===== src/fetch_pkg.sv =====
package fetch_pkg;

	localparam int ADDR_W    = 32;
	localparam int WORD_W    = 32;
	localparam int MEM_WORDS = 256;
	localparam int MEM_AW    = $clog2(MEM_WORDS);	// word index bits

	typedef logic [ADDR_W-1:0] addr_t;	// byte address
	typedef logic [WORD_W-1:0] word_t;	// instruction or data word
	typedef logic [MEM_AW-1:0] mem_idx_t;

	// first fetched address
	localparam addr_t RESET_PC = 32'h0000_0100;

	// apb request, master to slave
	typedef struct packed {
		logic  psel;
		logic  penable;
		logic  pwrite;
		addr_t paddr;
		word_t pwdata;
	} apb_req_t;

	// apb response, slave to master
	typedef struct packed {
		logic  pready;
		word_t prdata;
	} apb_rsp_t;

	// one fetch record for decode
	typedef struct packed {
		addr_t pc;
		word_t inst;
		logic  adel;	// address error on fetch
	} fetch_out_t;

endpackage


===== src/fetch_mem_arb.sv =====
`timescale 1ns/1ps

module fetch_mem_arb (
	input  logic                clk,
	input  logic                rst_n,
	input  fetch_pkg::apb_req_t fetch_req_i,
	output fetch_pkg::apb_rsp_t fetch_rsp_o,
	input  fetch_pkg::apb_req_t load_req_i,
	output fetch_pkg::apb_rsp_t load_rsp_o,
	output fetch_pkg::apb_req_t mem_req_o,
	input  fetch_pkg::apb_rsp_t mem_rsp_i
);
	import fetch_pkg::*;

	typedef enum logic [1:0] {
		OWN_NONE,
		OWN_FETCH,
		OWN_LOAD
	} owner_t;

	owner_t owner_q;
	owner_t sel;	// owner seen by this cycle

	// grant only while idle with the load port first
	always_comb begin
		sel = owner_q;
		if (owner_q == OWN_NONE) begin
			if (load_req_i.psel)
				sel = OWN_LOAD;
			else if (fetch_req_i.psel)
				sel = OWN_FETCH;
		end
	end

	always_comb begin
		case (sel)
			OWN_FETCH: mem_req_o = fetch_req_i;
			OWN_LOAD:  mem_req_o = load_req_i;
			default:   mem_req_o = '0;
		endcase
		// a master that waited is already in access, so the memory
		// still gets its setup cycle on the grant
		if (owner_q == OWN_NONE)
			mem_req_o.penable = 1'b0;
	end

	always_comb begin
		fetch_rsp_o = '0;
		load_rsp_o  = '0;
		if (sel == OWN_FETCH)
			fetch_rsp_o = mem_rsp_i;
		if (sel == OWN_LOAD)
			load_rsp_o = mem_rsp_i;
	end

	always_ff @(posedge clk or negedge rst_n) begin
		if (!rst_n)
			owner_q <= OWN_NONE;
		else if (owner_q == OWN_NONE)
			owner_q <= sel;	// setup phase seen
		else if (mem_rsp_i.pready)
			owner_q <= OWN_NONE;	// transfer ends
	end

	// the owner stays in its access phase until pready
	a_owner_active: assert property (@(posedge clk) disable iff (!rst_n)
		(owner_q != OWN_NONE) |-> (mem_req_o.psel && mem_req_o.penable))
		else $error("bus owner dropped its transfer before pready");

	a_owner_hold: assert property (@(posedge clk) disable iff (!rst_n)
		(owner_q != OWN_NONE) && !mem_rsp_i.pready |=> $stable(mem_req_o))
		else $error("memory request changed during a transfer");

endmodule


===== config.mk =====
export PLATFORM = sky130hd
export DESIGN_NAME = fetch_mem_arb
export DESIGN_NICKNAME = d
export VERILOG_FILES = /design/src/fetch_pkg.sv /design/src/fetch_mem_arb.sv
export SDC_FILE = /design/constraint.sdc
export NUM_CORES = 1
export LEC_CHECK = 0
export BUFFER_PORTS_ARGS = -buffer_cell sky130_fd_sc_hd__buf_2
export CAP_MARGIN = 5
export CORE_AREA = 2 2 118 120
export CTS_BUF_LIST = sky130_fd_sc_hd__clkbuf_16
export DETAILED_ROUTE_END_ITERATION = 8
export DIE_AREA = 0 0 120 122
export PLACE_DENSITY = 0.46
export SYNTH_ARGS = -nofsm -noshare
export SYNTH_HDL_FRONTEND = slang
export SYNTH_SLANG_ARGS = --single-unit

===== constraint.sdc =====
create_clock -name clk -period 4.1 [get_ports clk]
set_input_delay 0.615 -clock clk [delete_from_list [all_inputs] [get_ports clk]]
set_output_delay 0.615 -clock clk [all_outputs]
set_load 0.05 [all_outputs]

==> run_results.csv <==
group,metric,value,unit
placed_design,dp_slack,0.960,ns
critical_path,crit_arrival,2.45,ns
die,die_h,122,um
critical_path,critPathCaptureType,"primary output",
routing,wl_per_cell,13.2,um
hold_path,hold_class,"input pin to asynchronous set/reset pin",
die,core,0.0135,mm^2
routing,drc,0,
global_routing,grt_pass1_wl,13200,um
clock_network,holdBufCountCts,0,
sta,fin_tns_setup,0,ns
finish,fillers,1543,
clock_network,htree_levels,1,
critical_path,critPathKind,"input pin to primary output",
global_routing,grt_pass1_vias,2607,
sta,relSlewSlack,0.526,
finish,finish.instance_area,0.00322,mm^2
die,fp.dieW,120,um
sta,skew,0.00107,ns
synth,synth-seq-cells,2,
power,power,1.45,mW
global_routing,grt_max_degree,68,
die,num_io_pins,302,
synth,synth_nets,414,
sta,rsz0062_at_grt,"false",
routing,drtPass1Iterations,4,
placed_design,dpl.cell_count,698,
critical_path,startpoint_type,"input pin",
sta,layout_setup_ws,1.04,ns
sta,final-max-slew-violation-count,0,
clock_network,post_cts_resized,0,
finish,regMostFlops,"owner_q",
routing,first_iter_violations,133,
synth,synth.avg_cell_area,6.18,um^2
clock_network,cts_tree,"built",
synth,synth_area,0.00150,mm^2
routing,routed_via_density,4.04,
placed_design,dp_hpwl,7650,um
clock_network,clkSlewWorstSetupHoldPaths,0.03,ns
placed_design,gp_congestion,0.769,
synth,synth_cells,243,
die,initial_core_util,0.111,
sta,period_needed,3.06,ns
sta,timing.fmax,327,MHz
sta,holdWs,0.172,ns
clock_network,clock_latency,0.22,ns
finish,insertedDiodeCount,0,
routing,wirelength,9270,um
placed_design,port_buffers,301,
finish,largest_reg_flops,2,
critical_path,max_stage_delay,0.35,ns
power,ir_drop,0.164,mV
critical_path,cp.required,3.48,ns
power,p_leak,1.91,nW
finish,multi_input_area,0.00131,mm^2
synth,yosysWarnings,0,
die,die-area,0.0146,mm^2
finish,regArea,50.0,um^2
flow_run,maxCapViolCount,0,
critical_path,critical_path.cell_chain,"buf_2 > nor3b_1 > or2_2 > ha_4 > buf_4 > a22oi_1 > nor2_1 > buf_2",
clock_network,numCtsBuffers,3,
sta,worstMarginPinSlew,0.711,ns
finish,stdcell_count,701,
synth,yosysUniqueCellTypes,20,
placed_design,placed_cell_area,0.00315,mm^2
clock_network,cts_setup_buffers,0,
synth,yosysSeqAreaShare,0.0333,
critical_path,path_common_cell,"buf_2",
finish,final_nets,694,
finish,largest_registers,"owner_q (2)",
power,powerDensity,450,mW/mm^2
sta,period_share,0.746,
global_routing,antenna_found_initial,1,
sta,setup_viol,0,
global_routing,track_usage,0.112,
routing,dr_total_vias,2834,
finish,syn2layout_area_growth,115,%
global_routing,grt-ovfl-total,0,
die,rows,43,
routing,ant_nets,0,
critical_path,crit_fanout,29,
status,status,"completed",
finish,drive_above_1_share,0.610,
finish,final_core_util,0.238,
clock_network,clock_sinks,2,
sta,hold_viol,0,
critical_path,cp_slowest_cell,"ha_4",
clock_network,clockBufferDepth,2,
clock_network,root_buffer,"clkbuf_16",
==> Yosys cell counts <==
| library cell | count | area [um^2] |
|---|---|---|
| or2_2 | 1 | 6.26 |
| clkbuf_1 | 9 | 33.8 |
| nor2_1 | 67 | 251 |
| nor3b_1 | 1 | 7.51 |
| buf_2 | 14 | 70.1 |
| nand2_1 | 1 | 3.75 |
| nor2b_1 | 1 | 6.26 |
| nand2b_1 | 2 | 12.5 |
| dfrtp_1 | 2 | 50.1 |
| a22oi_2 | 7 | 87.6 |
| a22oi_1 | 59 | 443 |
| a21oi_1 | 1 | 5.00 |
| buf_4 | 3 | 22.5 |
| and2_1 | 66 | 413 |
| mux2_2 | 1 | 11.3 |
| nor3_1 | 1 | 5.00 |
| inv_1 | 1 | 3.75 |
| buf_6 | 3 | 33.8 |
| mux2i_1 | 1 | 10.0 |
| ha_1 | 2 | 25.0 |
==> where the power goes <==
part | internal, mW | total [mW] | switching [mW]
clock | 0.124 | 0.148 | 0.0237
combinational | 0.320 | 1.28 | 0.956
sequential | 0.0227 | 0.0263 | 0.00358
total | 0.467 | 1.45 | 0.983
==> layout by cell type (no fill, tap or decap) <==
| cell | count |
|---|---|
| buf_2 | 301 |
| nor2_1 | 67 |
| and2_1 | 66 |
| a22oi_1 | 59 |
| a22oi_2 | 7 |
| clkbuf_16 | 3 |
| nand2b_1 | 2 |
| ha_4 | 2 |
| dfrtp_1 | 2 |
| buf_12 | 2 |
| nor2b_1 | 1 |
| nor3b_1 | 1 |
| or2_2 | 1 |
| nand2_1 | 1 |
| a21oi_1 | 1 |
| nor3_1 | 1 |
| inv_1 | 1 |
| mux2_2 | 1 |
| mux2i_1 | 1 |
| buf_4 | 1 |
==> worst max-delay path: cells and delay by family <==
| family | cells | cell delay (ns) |
|---|---|---|
| AOI/OAI and AO/OA | 1 | 0.11 |
| adders and majority gates | 1 | 0.35 |
| buffers and inverters | 3 | 0.73 |
| and+or+nand+nor | 3 | 0.63 |
==> layer usage <==
layer / GRT usage / wire length [um]
met1: 0.128 / 3540
met2: 0.215 / 4690
met3: 0.0229 / 965
met4: 0.0221 / 59
met5: 0 / 13
==> final timing paths <==
kind,slack [ns],cells after the start,to,start
setup / recovery,1.04,8,mem_req_o[47],load_req_i[66]
hold / removal,0.17,1,owner_q[1]$_DFFE_PN0P_,rst_n
setup reg to reg,3.11,2,owner_q[0]$_DFFE_PN0P_,owner_q[1]$_DFFE_PN0P_
hold reg to reg,0.54,1,owner_q[1]$_DFFE_PN0P_,owner_q[1]$_DFFE_PN0P_
max in group asynchronous,3.83,1,owner_q[0]$_DFFE_PN0P_,rst_n
min in group clk,0.54,1,owner_q[1]$_DFFE_PN0P_,owner_q[1]$_DFFE_PN0P_
==> final cells by class <==
class | count | area share
clock buffer | 3 | 0.0233
inverter | 1 | 0.00117
multi-input combinational | 211 | 0.408
sequential | 2 | 0.0155
tap | 180 | 0.0699
timing repair buffer | 304 | 0.483
==> cells by family after synthesis <==
kind of cell             Yosys count  share of synthesized area
AO/OA/AOI/OAI                     67                      0.357
flip-flops                         2                     0.0333
multiplexers                       2                     0.0142
buffers and inverters             30                      0.109
adder cells (fa/ha/maj)            2                     0.0167
AND/OR/NAND/NOR                  140                      0.470
Note: power is estimated with default switching activity, not from simulation.
