<file path="config.mk">
export PLATFORM = sky130hd
export DESIGN_NAME = fetch_pc
export DESIGN_NICKNAME = d
export VERILOG_FILES = /design/src/fetch_pkg.sv /design/src/fetch_pc.sv
export SDC_FILE = /design/constraint.sdc
export NUM_CORES = 1
export LEC_CHECK = 0
export BUFFER_PORTS_ARGS = -buffer_cell sky130_fd_sc_hd__buf_2
export CAP_MARGIN = 20
export CORE_MARGIN = 10
export CORE_UTILIZATION = 54
export DETAILED_ROUTE_END_ITERATION = 8
export PLACE_DENSITY = 0.82
export SLEW_MARGIN = 20
export SYNTH_ARGS = -nofsm -noshare
export SYNTH_HDL_FRONTEND = slang
export SYNTH_SLANG_ARGS = --single-unit
</file>
<file path="constraint.sdc">
create_clock -name clk -period 3.35 [get_ports clk]
set_input_delay 0.335 -clock clk [delete_from_list [all_inputs] [get_ports clk]]
set_output_delay 0.335 -clock clk [all_outputs]
set_load 0.01 [all_outputs]
</file>
<file path="src/fetch_pkg.sv">
package fetch_pkg;

	localparam int ADDR_W    = 32;
	localparam int WORD_W    = 32;
	localparam int MEM_WORDS = 256;
	localparam int MEM_AW    = $clog2(MEM_WORDS);	// word index bits

	typedef logic [ADDR_W-1:0] addr_t;	// byte address
	typedef logic [WORD_W-1:0] word_t;	// instruction or data word
	typedef logic [MEM_AW-1:0] mem_idx_t;

	// first fetched address
	localparam addr_t RESET_PC = 32'h0000_0100;

	// apb request, master to slave
	typedef struct packed {
		logic  psel;
		logic  penable;
		logic  pwrite;
		addr_t paddr;
		word_t pwdata;
	} apb_req_t;

	// apb response, slave to master
	typedef struct packed {
		logic  pready;
		word_t prdata;
	} apb_rsp_t;

	// one fetch record for decode
	typedef struct packed {
		addr_t pc;
		word_t inst;
		logic  adel;	// address error on fetch
	} fetch_out_t;

endpackage

</file>
<file path="src/fetch_pc.sv">
`timescale 1ns/1ps

module fetch_pc (
	input  logic                  clk,
	input  logic                  rst_n,
	input  logic                  stall_i,
	input  logic                  branch_i,
	input  fetch_pkg::addr_t      branch_pc_i,
	input  logic                  flush_i,
	input  fetch_pkg::addr_t      flush_pc_i,
	output fetch_pkg::apb_req_t   bus_req_o,
	input  fetch_pkg::apb_rsp_t   bus_rsp_i,
	output logic                  fetch_valid_o,
	output fetch_pkg::fetch_out_t fetch_o
);
	import fetch_pkg::*;

	typedef enum logic [1:0] {
		ST_IDLE,
		ST_SETUP,
		ST_ACCESS
	} state_t;

	state_t state_q;
	addr_t  pc_q;	// in-flight fetch, or the next one when idle

	// redirects that arrived while a fetch was on the bus
	addr_t  flush_hold_q;
	logic   flush_use_q;
	addr_t  branch_hold_q;
	logic   branch_use_q;

	logic   done;
	logic   decide;
	logic   flush_pend;
	logic   branch_pend;
	logic   redir_pend;
	addr_t  flush_tgt;
	addr_t  branch_tgt;
	addr_t  redir_tgt;
	addr_t  cand_pc;
	logic   cand_bad;

	assign done   = (state_q == ST_ACCESS) && bus_rsp_i.pready;
	assign decide = (state_q == ST_IDLE) || done;	// next address is chosen here

	// live pulse overrides the stored copy
	assign flush_pend  = flush_i | flush_use_q;
	assign flush_tgt   = flush_i ? flush_pc_i : flush_hold_q;
	assign branch_pend = branch_i | branch_use_q;
	assign branch_tgt  = branch_i ? branch_pc_i : branch_hold_q;
	assign redir_pend  = flush_pend | branch_pend;
	assign redir_tgt   = flush_pend ? flush_tgt : branch_tgt;	// flush wins

	always_comb begin
		if (redir_pend)
			cand_pc = redir_tgt;
		else if (state_q == ST_IDLE)
			cand_pc = pc_q;
		else
			cand_pc = pc_q + 32'd4;
	end

	assign cand_bad = |cand_pc[1:0];

	always_comb begin
		bus_req_o         = '0;	// read only master
		bus_req_o.psel    = (state_q != ST_IDLE);
		bus_req_o.penable = (state_q == ST_ACCESS);
		bus_req_o.paddr   = pc_q;
	end

	always_ff @(posedge clk or negedge rst_n) begin
		if (!rst_n) begin
			state_q <= ST_IDLE;
			pc_q    <= RESET_PC;
		end else if (state_q == ST_SETUP) begin
			state_q <= ST_ACCESS;
		end else if (decide) begin
			if (stall_i) begin
				state_q <= ST_IDLE;
				pc_q    <= cand_pc;
			end else if (cand_bad) begin
				// reported from idle, then stepped over
				state_q <= ST_IDLE;
				pc_q    <= (state_q == ST_IDLE) ? cand_pc + 32'd4 : cand_pc;
			end else begin
				state_q <= ST_SETUP;	// back to back fetch
				pc_q    <= cand_pc;
			end
		end
	end

	always_ff @(posedge clk or negedge rst_n) begin
		if (!rst_n) begin
			flush_use_q  <= 1'b0;
			branch_use_q <= 1'b0;
		end else if (decide) begin
			flush_use_q  <= 1'b0;	// consumed by the next address
			branch_use_q <= 1'b0;
		end else begin
			if (flush_i)
				flush_use_q <= 1'b1;
			if (branch_i)
				branch_use_q <= 1'b1;
		end
	end

	always_ff @(posedge clk) begin
		if (!decide && flush_i)
			flush_hold_q <= flush_pc_i;
		if (!decide && branch_i)
			branch_hold_q <= branch_pc_i;	// a later branch replaces it
	end

	always_ff @(posedge clk or negedge rst_n) begin
		if (!rst_n) begin
			fetch_valid_o <= 1'b0;
			fetch_o       <= '0;
		end else begin
			fetch_valid_o <= 1'b0;
			if (done && !redir_pend) begin
				fetch_valid_o <= 1'b1;
				fetch_o.pc    <= pc_q;
				fetch_o.inst  <= bus_rsp_i.prdata;
				fetch_o.adel  <= 1'b0;
			end else if ((state_q == ST_IDLE) && !stall_i && cand_bad) begin
				fetch_valid_o <= 1'b1;	// exception record, no bus access
				fetch_o.pc    <= cand_pc;
				fetch_o.inst  <= '0;
				fetch_o.adel  <= 1'b1;
			end
		end
	end

	// address held through wait states
	a_addr_hold: assert property (@(posedge clk) disable iff (!rst_n)
		bus_req_o.penable && !bus_rsp_i.pready |=> $stable(bus_req_o.paddr))
		else $error("fetch paddr changed during access phase");

	a_aligned: assert property (@(posedge clk) disable iff (!rst_n)
		bus_req_o.psel |-> (bus_req_o.paddr[1:0] == 2'b00))
		else $error("misaligned fetch address on bus");

endmodule

</file>
==> results.md, run 1 <==
* GPL Wtd Cong at 0.931
* Worst Path Arrival at 3.52 ns
* Input/output buffers at 201
* Final ANT Viol Nets at 0
* Final #Nets at 1218
* #FFs+latches synth at 166
* Met2 usage at 36.9%
* Final Hold Viols at 0
* Met1 GRT Util at 32.9%
* CP required at 3.72 ns
* Placed inst area at 10200 µm²
* Depth of the CTS H-tree at 4
* Max-cap check violation count at 0
* Power density over cell area at 731 nW/µm²
* Final Non-Filler Cells at 1346
* Worst path cell trace: and4_2, nand3_2, or4_1, a31o_2, a2111oi_4, nand4_1, or4_1, nand3_1
* Peak supply drop at 435 µV
* Post-route clock period utilization at 94.1%
* Vias at 7935
* Hold Path Stages at 1
* CP endpoint kind: flop
* Initial antenna violation count at 1
* Avg Vias per Cell at 5.90
* Grt ovf at 0
* Number of global-route vias before repair at 7666
* Total negative setup slack at 0 ns
* CTS tree: done
* Die X at 149 µm
* Hold Crit Class: input port to flop
* Number of synthesized flops with an enable pin at 64
* Main synth FF type: dfrtp_1
* # rows at 47
* RR Endpoint: pc_q[30]
* Max Fclk at 0.317 GHz
* Most common cell after layout, fill and taps aside: buf_2
* Final Total Pwr at 0.00794 W
* Worst r2r src: pc_q[11]
* Reg clk slew, reported paths at 0.06 ns
* CP dominant cell by count: or4_1
* Setup crit start kind: flop
* Drt drc at 0
* Worst Path Class, Setup: flop to flop
* Setup repair after global routing missed its margin: false
* Tmin final at 3.15 ns
* Die height at 149 µm
* GRT Total Usage at 24.6%
* I/O pins at 235
* Setup violators final at 0
* Ys Warns at 0
* Die ar. at 22200 µm²
* Largest net degree at the start of global routing at 77
* Post-synth top area share at 28.1%
* Layout cells sized above 1 at 29.3%
* Initial drt markers at 740
* Diode count at 0
* Hpwl dp at 20.8 mm
* Most frequent cells in the layout: buf_2, nand2_1, dfrtp_1, o21ai_0, edfxtp_1
* Final Cell Area at 10900 µm²
* Placed Instances at 1314
* Outcome: completed
* DR WL/cell at 20.8 µm
* Crit-path slowest cell: or4_1
* Skew final at 0.0104 ns
* Hold_sp: branch_pc_i[3]
* Flop2flop setup slack at 0.20 ns
* Mapped Cells at 909
* Area contributors post-synth: dfrtp_1, edfxtp_1, nand2_1
* Unique masters post-synth at 76
* CTS Sinks at 166
* Root buffer cell: clkbuf_16
* Reg2reg path depth at 8
* Worst-path fanout max at 9
* First-pass GRT wire length at 43.4 mm
* Min Hold Slack at 0.0922 ns
* Fillers at 1312
* Yosys top cell by area: dfrtp_1
* Num CTS Buffers at 17
* Busiest layer in global routing: met2
* Post-synthesis area per instance at 9.91 µm²
* Grt met3 use at 8.50%
* Mapped Area at 9010 µm²
* Sink of the worst hold path: branch_hold_q[3]
* Worst rel slew slack at 45.6%
* Initial Util at 54.7%
* Core ar. at 16500 µm²
* Worst Max-Slew Pin Slew at 0.815 ns
* Max-slew violation count at 0
* Ys async rst share at 61.4%
* Total setup buffers inserted after CTS at 0
* Worst path max stage delay at 0.56 ns
* Static leakage at 4.65 nW
* Clk Latency, worst-skew pair at 0.43 ns
* WL final at 28.0 mm
* Area Growth Syn to Fin at 20.5%
* Clock buffer depth at 2
* Register area share after synthesis at 49.7%
* Drt pass-1 iters at 5
-- synth_stat cells, types with 4 or more instances --
library cell / n
xor2_1: 8
nor4_1: 12
nand2b_1: 11
and3_1: 4
nor2b_1: 4
or3_1: 9
a22oi_1: 22
o211ai_1: 10
nor3_1: 6
mux2_2: 9
buf_2: 13
a2bb2oi_1: 4
clkbuf_1: 28
o31a_1: 5
nand4_1: 15
or4_1: 9
buf_1: 4
o22ai_1: 5
mux2i_1: 16
a21oi_1: 24
a31oi_1: 11
buf_4: 41
dfrtp_1: 101
xnor2_1: 23
o21ai_0: 100
edfxtp_1: 64
a21o_1: 7
nor2_1: 46
nand3_1: 25
buf_6: 9
and4_1: 4
o31ai_1: 15
a211oi_1: 4
inv_1: 18
o221a_2: 6
o311ai_0: 5
nand2_1: 144
-- worst max-delay path, delay by kind of cell (launching register included) --
kind             cells  cell delay (ns)
AO/OA/AOI/OAI        2             0.75
flip-flops           1             0.50
AND/OR/NAND/NOR      6             1.84
-- registers in the layout, summed over array words and instances (netlist names) --
register / cells
flush_use_q: 1
state_q: 2
flush_hold_q: 32
fetch_valid_o: 1
pc_q: 32
branch_hold_q: 32
fetch_o: 65
branch_use_q: 1
-- worst max-delay path by stage --
stage,from,to,slack [ns],cells past startpoint
floorplan,pc_q[2],pc_q[28],0.40,9
global placement,pc_q[4],pc_q[24],0.24,10
detailed placement,pc_q[13],pc_q[28],0.19,8
CTS,pc_q[13],pc_q[28],0.17,8
global route,flush_use_q,pc_q[27],0.02,9
finish,pc_q[11],pc_q[30],0.20,8
-- report_power, final --
part / internal [W] / total (W) / switching, W
clock network: 0.00120 / 0.00199 / 0.000796
registers: 0.00264 / 0.00320 / 0.000560
logic: 0.00108 / 0.00275 / 0.00167
total: 0.00492 / 0.00794 / 0.00302
-- routing by layer --
metal  share of wire (%)  vias up
li1                    -     3674
met2                  45      406
met4                 2.0        2
met3                  11       35
met1                  42     3818
met5               0.043        -
-- per-stage QoR --
| step | worst slack [ns] | utilization, % |
|---|---|---|
| after floorplan | 0.399 | - |
| after global placement | 0.238 | 62.1 |
| after detailed placement | 0.195 | 62.1 |
| after CTS | 0.172 | 65.8 |
| after global routing | 0.0165 | 65.9 |
| final | 0.197 | 65.9 |
-- cell type report --
cell class	count	area [µm²]	share of cell area [%]
tap	220	275	2.54
clock buffer	24	503	4.63
inverter	19	71.3	0.657
timing repair buffer	254	1460	13.4
sequential	166	4480	41.2
multi-input combinational	656	3980	36.6
clock inverter	7	91.3	0.841
-- cells by family (layout without fill, tap and decap cells) --
kind of cell / count (synthesis) / after routing / share of synthesized area, %
AOI/OAI and AO/OA: 247 / 247 / 18.3
xor gates and xnor gates: 31 / 31 / 3.01
DFF: 166 / 166 / 49.7
other: 1 / 33 / 0.0416
adders and majority gates: 2 / 2 / 0.278
buffers and inverters: 119 / 304 / 7.96
and+or+nand+nor: 318 / 318 / 17.8
muxes: 25 / 25 / 2.90
-- repair_timing --
action                                  CTS  global route
endpoints found under the hold margin    26             0
endpoints found under the setup margin    0             5
gates resized for setup                   0             5
hold buffers                              1             0
(Power assumes the default switching activity.)
==> run 2, diff against run 1 <==
CORE_UTILIZATION = 30   (was 54)
PLACE_DENSITY = 0.51   (was 0.82)
==> results.md, run 2 (synthesized netlist as in run 1, its figures left out) <==
* Final #Nets at 1231
* Psw at 0.00321 W
* Clock power share at 24.3%
* Number of global-route vias before repair at 7893
* Worst rel slew slack at 48.4%
* Post-route clock period utilization at 94.2%
* Reg clk slew, reported paths at 0.08 ns
* Worst-path fanout max at 7
* Avg Vias per Cell at 5.03
* Comb pwr share at 36.6%
* Layout cells sized above 1 at 30.7%
* Clock buffer depth at 2
* First-pass GRT wire length at 48.8 mm
* Critical Path Start: pc_q[12]
* Peak supply drop at 410 µV
* Die height at 193 µm
* CTS Sinks at 166
* Worst Path Arrival at 3.53 ns
* Met2 usage at 24.2%
* Pint at 0.00482 W
* Largest net degree at the start of global routing at 76
* Most frequent cells in the layout: buf_2, nand2_1, o21ai_0, dfrtp_1
* DR WL/cell at 20.6 µm
* Input/output buffers at 201
* Final Cell Area at 11100 µm²
* WL final at 31.5 mm
* Hold_sp: flush_pc_i[29]
* Worst Max-Slew Pin Slew at 0.774 ns
* Worst Path Class, Setup: flop to flop
* Number of flip-flops in the largest register at 65
* Post-layout util at 37.5%
* Total setup buffers inserted after CTS at 0
* Root buffer cell: clkbuf_16
* Initial drt markers at 513
* Power density over cell area at 723 nW/µm²
* Placed inst area at 10500 µm²
* Max-cap check violation count at 0
* Setup crit start kind: flop
* Max-slew violation count at 0
* Num CTS Buffers at 17
* Flop pwr share at 39.1%
* Tmin final at 3.15 ns
* Clk Latency, worst-skew pair at 0.44 ns
* Worst r2r src: pc_q[12]
* Core ar. at 29600 µm²
* Static leakage at 4.68 nW
* Sw frac at 40.0%
* Grt met3 use at 5.57%
* Final ANT Viol Nets at 0
* Fillers at 3087
* Grt ovf at 0
* Total negative setup slack at 0 ns
* Met1 GRT Util at 22.2%
* Hold Crit Class: input port to flop
* Busiest layer in global routing: met2
* GRT Total Usage at 16.3%
* Setup repair after global routing missed its margin: false
* I/O pins at 235
* Final Total Pwr at 0.00803 W
* Die X at 193 µm
* Initial antenna violation count at 2
* # rows at 63
* Die ar. at 37400 µm²
* CP required at 3.72 ns
* Setup violators final at 0
* Skew final at 0.0185 ns
* CTS tree: done
* Min Hold Slack at 0.0933 ns
* CP endpoint kind: flop
* GPL Wtd Cong at 0.855
* Hpwl dp at 23.7 mm
* Outcome: completed
* Depth of the CTS H-tree at 4
* Final Hold Viols at 0
* Drt pass-1 iters at 7
* Most common cell after layout, fill and taps aside: buf_2
* Initial Util at 30.4%
* Max Fclk at 0.317 GHz
* Largest Register: fetch_o
* Vias at 7704
* Drt drc at 0
* Area Growth Syn to Fin at 23.4%
[run 2: area by class of cell]
class / count / area [µm²] / share of cell area (%)
Sequential cell: 166 / 4480 / 40.3
Inverter: 19 / 71.3 / 0.642
Timing Repair Buffer: 267 / 1520 / 13.7
Clock buffer: 18 / 429 / 3.86
Clock inverter: 14 / 136 / 1.23
Tap cell: 390 / 488 / 4.39
Multi-Input combinational cell: 656 / 3980 / 35.8
Antenna cell: 1 / 2.50 / 0.0225
[run 2: what timing repair did]
action                                  in CTS  in global routing
hold buffers                                 0                  1
hold endpoints to repair                     0                  6
endpoints found under the setup margin       0                  4
gates resized for setup                      0                  6
[run 2: final timing paths]
kind / cells past startpoint / to / slack [ns]
setup / recovery: 8 / pc_q[30] / 0.20
hold / removal: 1 / flush_hold_q[29] / 0.09
setup reg to reg: 8 / pc_q[30] / 0.20
hold reg to reg: 2 / fetch_o[64] / 0.49
max in group asynchronous: 3 / fetch_o[4] / 2.08
min in group asynchronous: 2 / fetch_o[9] / 0.50
[run 2: metrics by stage]
step,setup slack (ns),cells
final,0.195,1531
after global routing,0.0177,1530
after CTS,0.0837,1529
after detailed placement,0.0974,1497
after global placement,0.103,1497
after floorplan,0.399,941
[run 2: critical path, stage by stage (launching register included)]
cell	delay [ns]
dfrtp_2	0.48
and4_2	0.29
nand3_2	0.13
or4_1	0.52
a31o_2	0.32
a2111oi_4	0.44
nand4_1	0.27
or4_1	0.55
nand3_1	0.09
[run 2: power groups by stage]
stage	sequential, W	combinational (W)	clock, W
after detailed placement	0.00318	0.00295	0
after CTS	0.00314	0.00297	0.00201
after global placement	0.00317	0.00296	0
after global routing	0.00321	0.00326	0.00209
after floorplan	0.00321	0.00154	0
final	0.00314	0.00294	0.00195
[run 2: routing by layer]
| metal | vias to the layer above | wire (µm) |
|---|---|---|
| met5 | - | 13 |
| met4 | 2 | 357 |
| met3 | 19 | 2580 |
| met2 | 282 | 13800 |
| met1 | 3701 | 14700 |
| li1 | 3700 | - |
==> run 3, diff against run 2 <==
ABC_AREA = 1   (was unset)
MAX_ROUTING_LAYER = met4   (was unset)
==> results.md, run 3 <==
* Most frequent cells in the layout: nand2_1, buf_2, nor2_1, nand3_1, dfrtp_1
* Peak supply drop at 396 µV
* Total negative setup slack at 0 ns
* Placed inst area at 10800 µm²
* Setup ws final at 0.561 ns
* Worst Max-Slew Pin Slew at 0.655 ns
* Min Hold Slack at 0.0595 ns
* Reg2reg path depth at 15
* Diode count at 0
* Final Total Pwr at 0.00975 W
* Register area share after synthesis at 46.9%
* Clk Latency, worst-skew pair at 0.47 ns
* Total setup buffers inserted after CTS at 0
* Hpwl dp at 26.2 mm
* Post-CTS resize count at 0
* Core ar. at 31500 µm²
* Skew final at 0.0213 ns
* Worst Path Class, Setup: flop to flop
* Clock buffer depth at 2
* Mapped Area at 9550 µm²
* Layout cells sized above 1 at 26.6%
* Num CTS Buffers at 17
* Hold Crit Class: input port to flop
* Most common cell after layout, fill and taps aside: nand2_1
* Avg Vias per Cell at 4.88
* Tmin final at 2.79 ns
* Number of flip-flops in the largest register at 65
* Worst rel slew slack at 56.2%
* Worst Path Arrival at 3.13 ns
* Setup violators final at 0
* Final Hold Viols at 0
* Ys async rst share at 61.4%
* Input/output buffers at 201
* Static leakage at 5.28 nW
* Mapped Cells at 1114
* # rows at 65
* Drt pass-1 iters at 5
* Grt ovf at 0
* Final Cell Area at 11400 µm²
* Area Growth Syn to Fin at 19.9%
* GPL Wtd Cong at 0.890
* Area contributors post-synth: dfrtp_1, edfxtp_1, nand2_1
* Flop2flop setup slack at 0.56 ns
* CTS hold repair buffers at 1
* Final ANT Viol Nets at 0
* Initial drt markers at 509
* I/O pins at 235
* Root buffer cell: clkbuf_16
* Max Fclk at 0.359 GHz
* Initial antenna violation count at 0
* Worst-path fanout max at 6
* #FFs+latches synth at 166
* Largest net degree at the start of global routing at 47
* Number of global-route vias before repair at 8619
* Setup repair after global routing missed its margin: false
* WL final at 34.4 mm
* First-pass GRT wire length at 52.6 mm
* GRT Total Usage at 18.1%
* Reg clk slew, reported paths at 0.08 ns
* Post-route clock period utilization at 83.2%
* Post-synthesis area per instance at 8.57 µm²
* Power density over cell area at 852 nW/µm²
* Most common cell in the netlist: nand2_1
* Vias at 8419
* CTS tree: done
* Outcome: completed
* Drt drc at 0
* Hold Path Stages at 1
* Die height at 198 µm
* Main synth FF type: dfrtp_1
* Hold_sp: flush_pc_i[9]
* Unique masters post-synth at 52
* Die X at 198 µm
* Post-synth top area share at 26.5%
* CP required at 3.69 ns
* Die ar. at 39400 µm²
* Setup crit start kind: flop
* RR Endpoint: pc_q[28]
* Final #Nets at 1413
* Yosys top cell by area: dfrtp_1
* Number of synthesized flops with an enable pin at 64
* Post-Place Setup Slack at 0.448 ns
* DR WL/cell at 20.0 µm
* Initial Util at 30.3%
* CP endpoint kind: flop
* Fillers at 3330
* Depth of the CTS H-tree at 4
* Max-cap check violation count at 0
* Max-slew violation count at 0
* Ys Warns at 0
* CTS Sinks at 166
* Largest Register: fetch_o
* Sink of the worst hold path: flush_hold_q[9]
* Synth cell count leaders: nand2_1, nor2_1, nand3_1
* Worst r2r src: state_q[0]
run 3: cell types whose count changed after synthesis, moves of 18 or more:
| cell | change |
|---|---|
| nand3_1 | +77 |
| o21ai_0 | -34 |
| nor2_4 | +21 |
| a22o_1 | +31 |
| xnor2_1 | -23 |
| nand2_1 | +132 |
| nand2_2 | +18 |
| inv_1 | +56 |
| nor2_1 | +62 |
| clkbuf_1 | -20 |
run 3: kinds of logic (layout without fill, tap and decap cells):
group | Yosys count | after routing | share of synthesized area (%)
AOI/OAI and AO/OA | 197 | 197 | 14.2
xor gates and xnor gates | 10 | 10 | 0.918
DFF | 166 | 166 | 46.9
buffers and inverters | 167 | 343 | 9.23
other | 1 | 33 | 0.0393
and+or+nand+nor | 571 | 571 | 28.5
adders and majority gates | 2 | 2 | 0.262
run 3: cell type report:
cell class	instances	area, µm²	share of cell area [%]
Sequential cell	166	4480	39.1
Tap cell	402	503	4.40
Multi-Input combinational cell	813	4320	37.8
Clock inverter	15	193	1.68
Timing Repair Buffer	224	1200	10.5
Inverter	87	329	2.88
Clock buffer	17	425	3.72
run 3: how the worst max path moves through the flow:
stage | start | endpoint | slack, ns | cells past startpoint
final | state_q[0] | pc_q[28] | 0.56 | 15
after global routing | state_q[0] | pc_q[24] | 0.26 | 16
after CTS | state_q[0] | pc_q[28] | 0.55 | 15
after detailed placement | flush_i | fetch_o[57] | 0.45 | 14
after global placement | flush_i | pc_q[28] | 0.47 | 18
after floorplan | state_q[0] | branch_hold_q[0] | 0.57 | 6
run 3: report_power, final:
part	switching, W	internal, W
combinational	0.00286	0.00133
clock	0.000998	0.00108
sequential	0.000604	0.00286
total	0.00446	0.00528
run 3: metal layers:
metal  global-route usage, %  routed length, µm
met1                    23.9              15900
met2                    26.8              15100
met3                    5.12               2920
met4                    4.53                520
met5                       -                  0
run 3: stage by stage:
stage,std cells,util [%]
floorplan,1146,-
global placement,1691,34.4
detailed placement,1691,34.4
CTS,1724,36.4
global route,1724,36.4
finish,1724,36.4
run 3: critical path: stages (launching register included):
cell	delay, ns
dfrtp_1	0.42
nor2_4	0.29
nor2_4	0.10
o21ai_0	0.30
o21ai_0	0.18
inv_1	0.14
ha_1	0.17
nand3_1	0.08
nor2_1	0.17
nand2_1	0.13
nor2_4	0.13
nand2_2	0.11
nor3_4	0.21
nand3_1	0.10
nand3_1	0.10
nand2_1	0.05
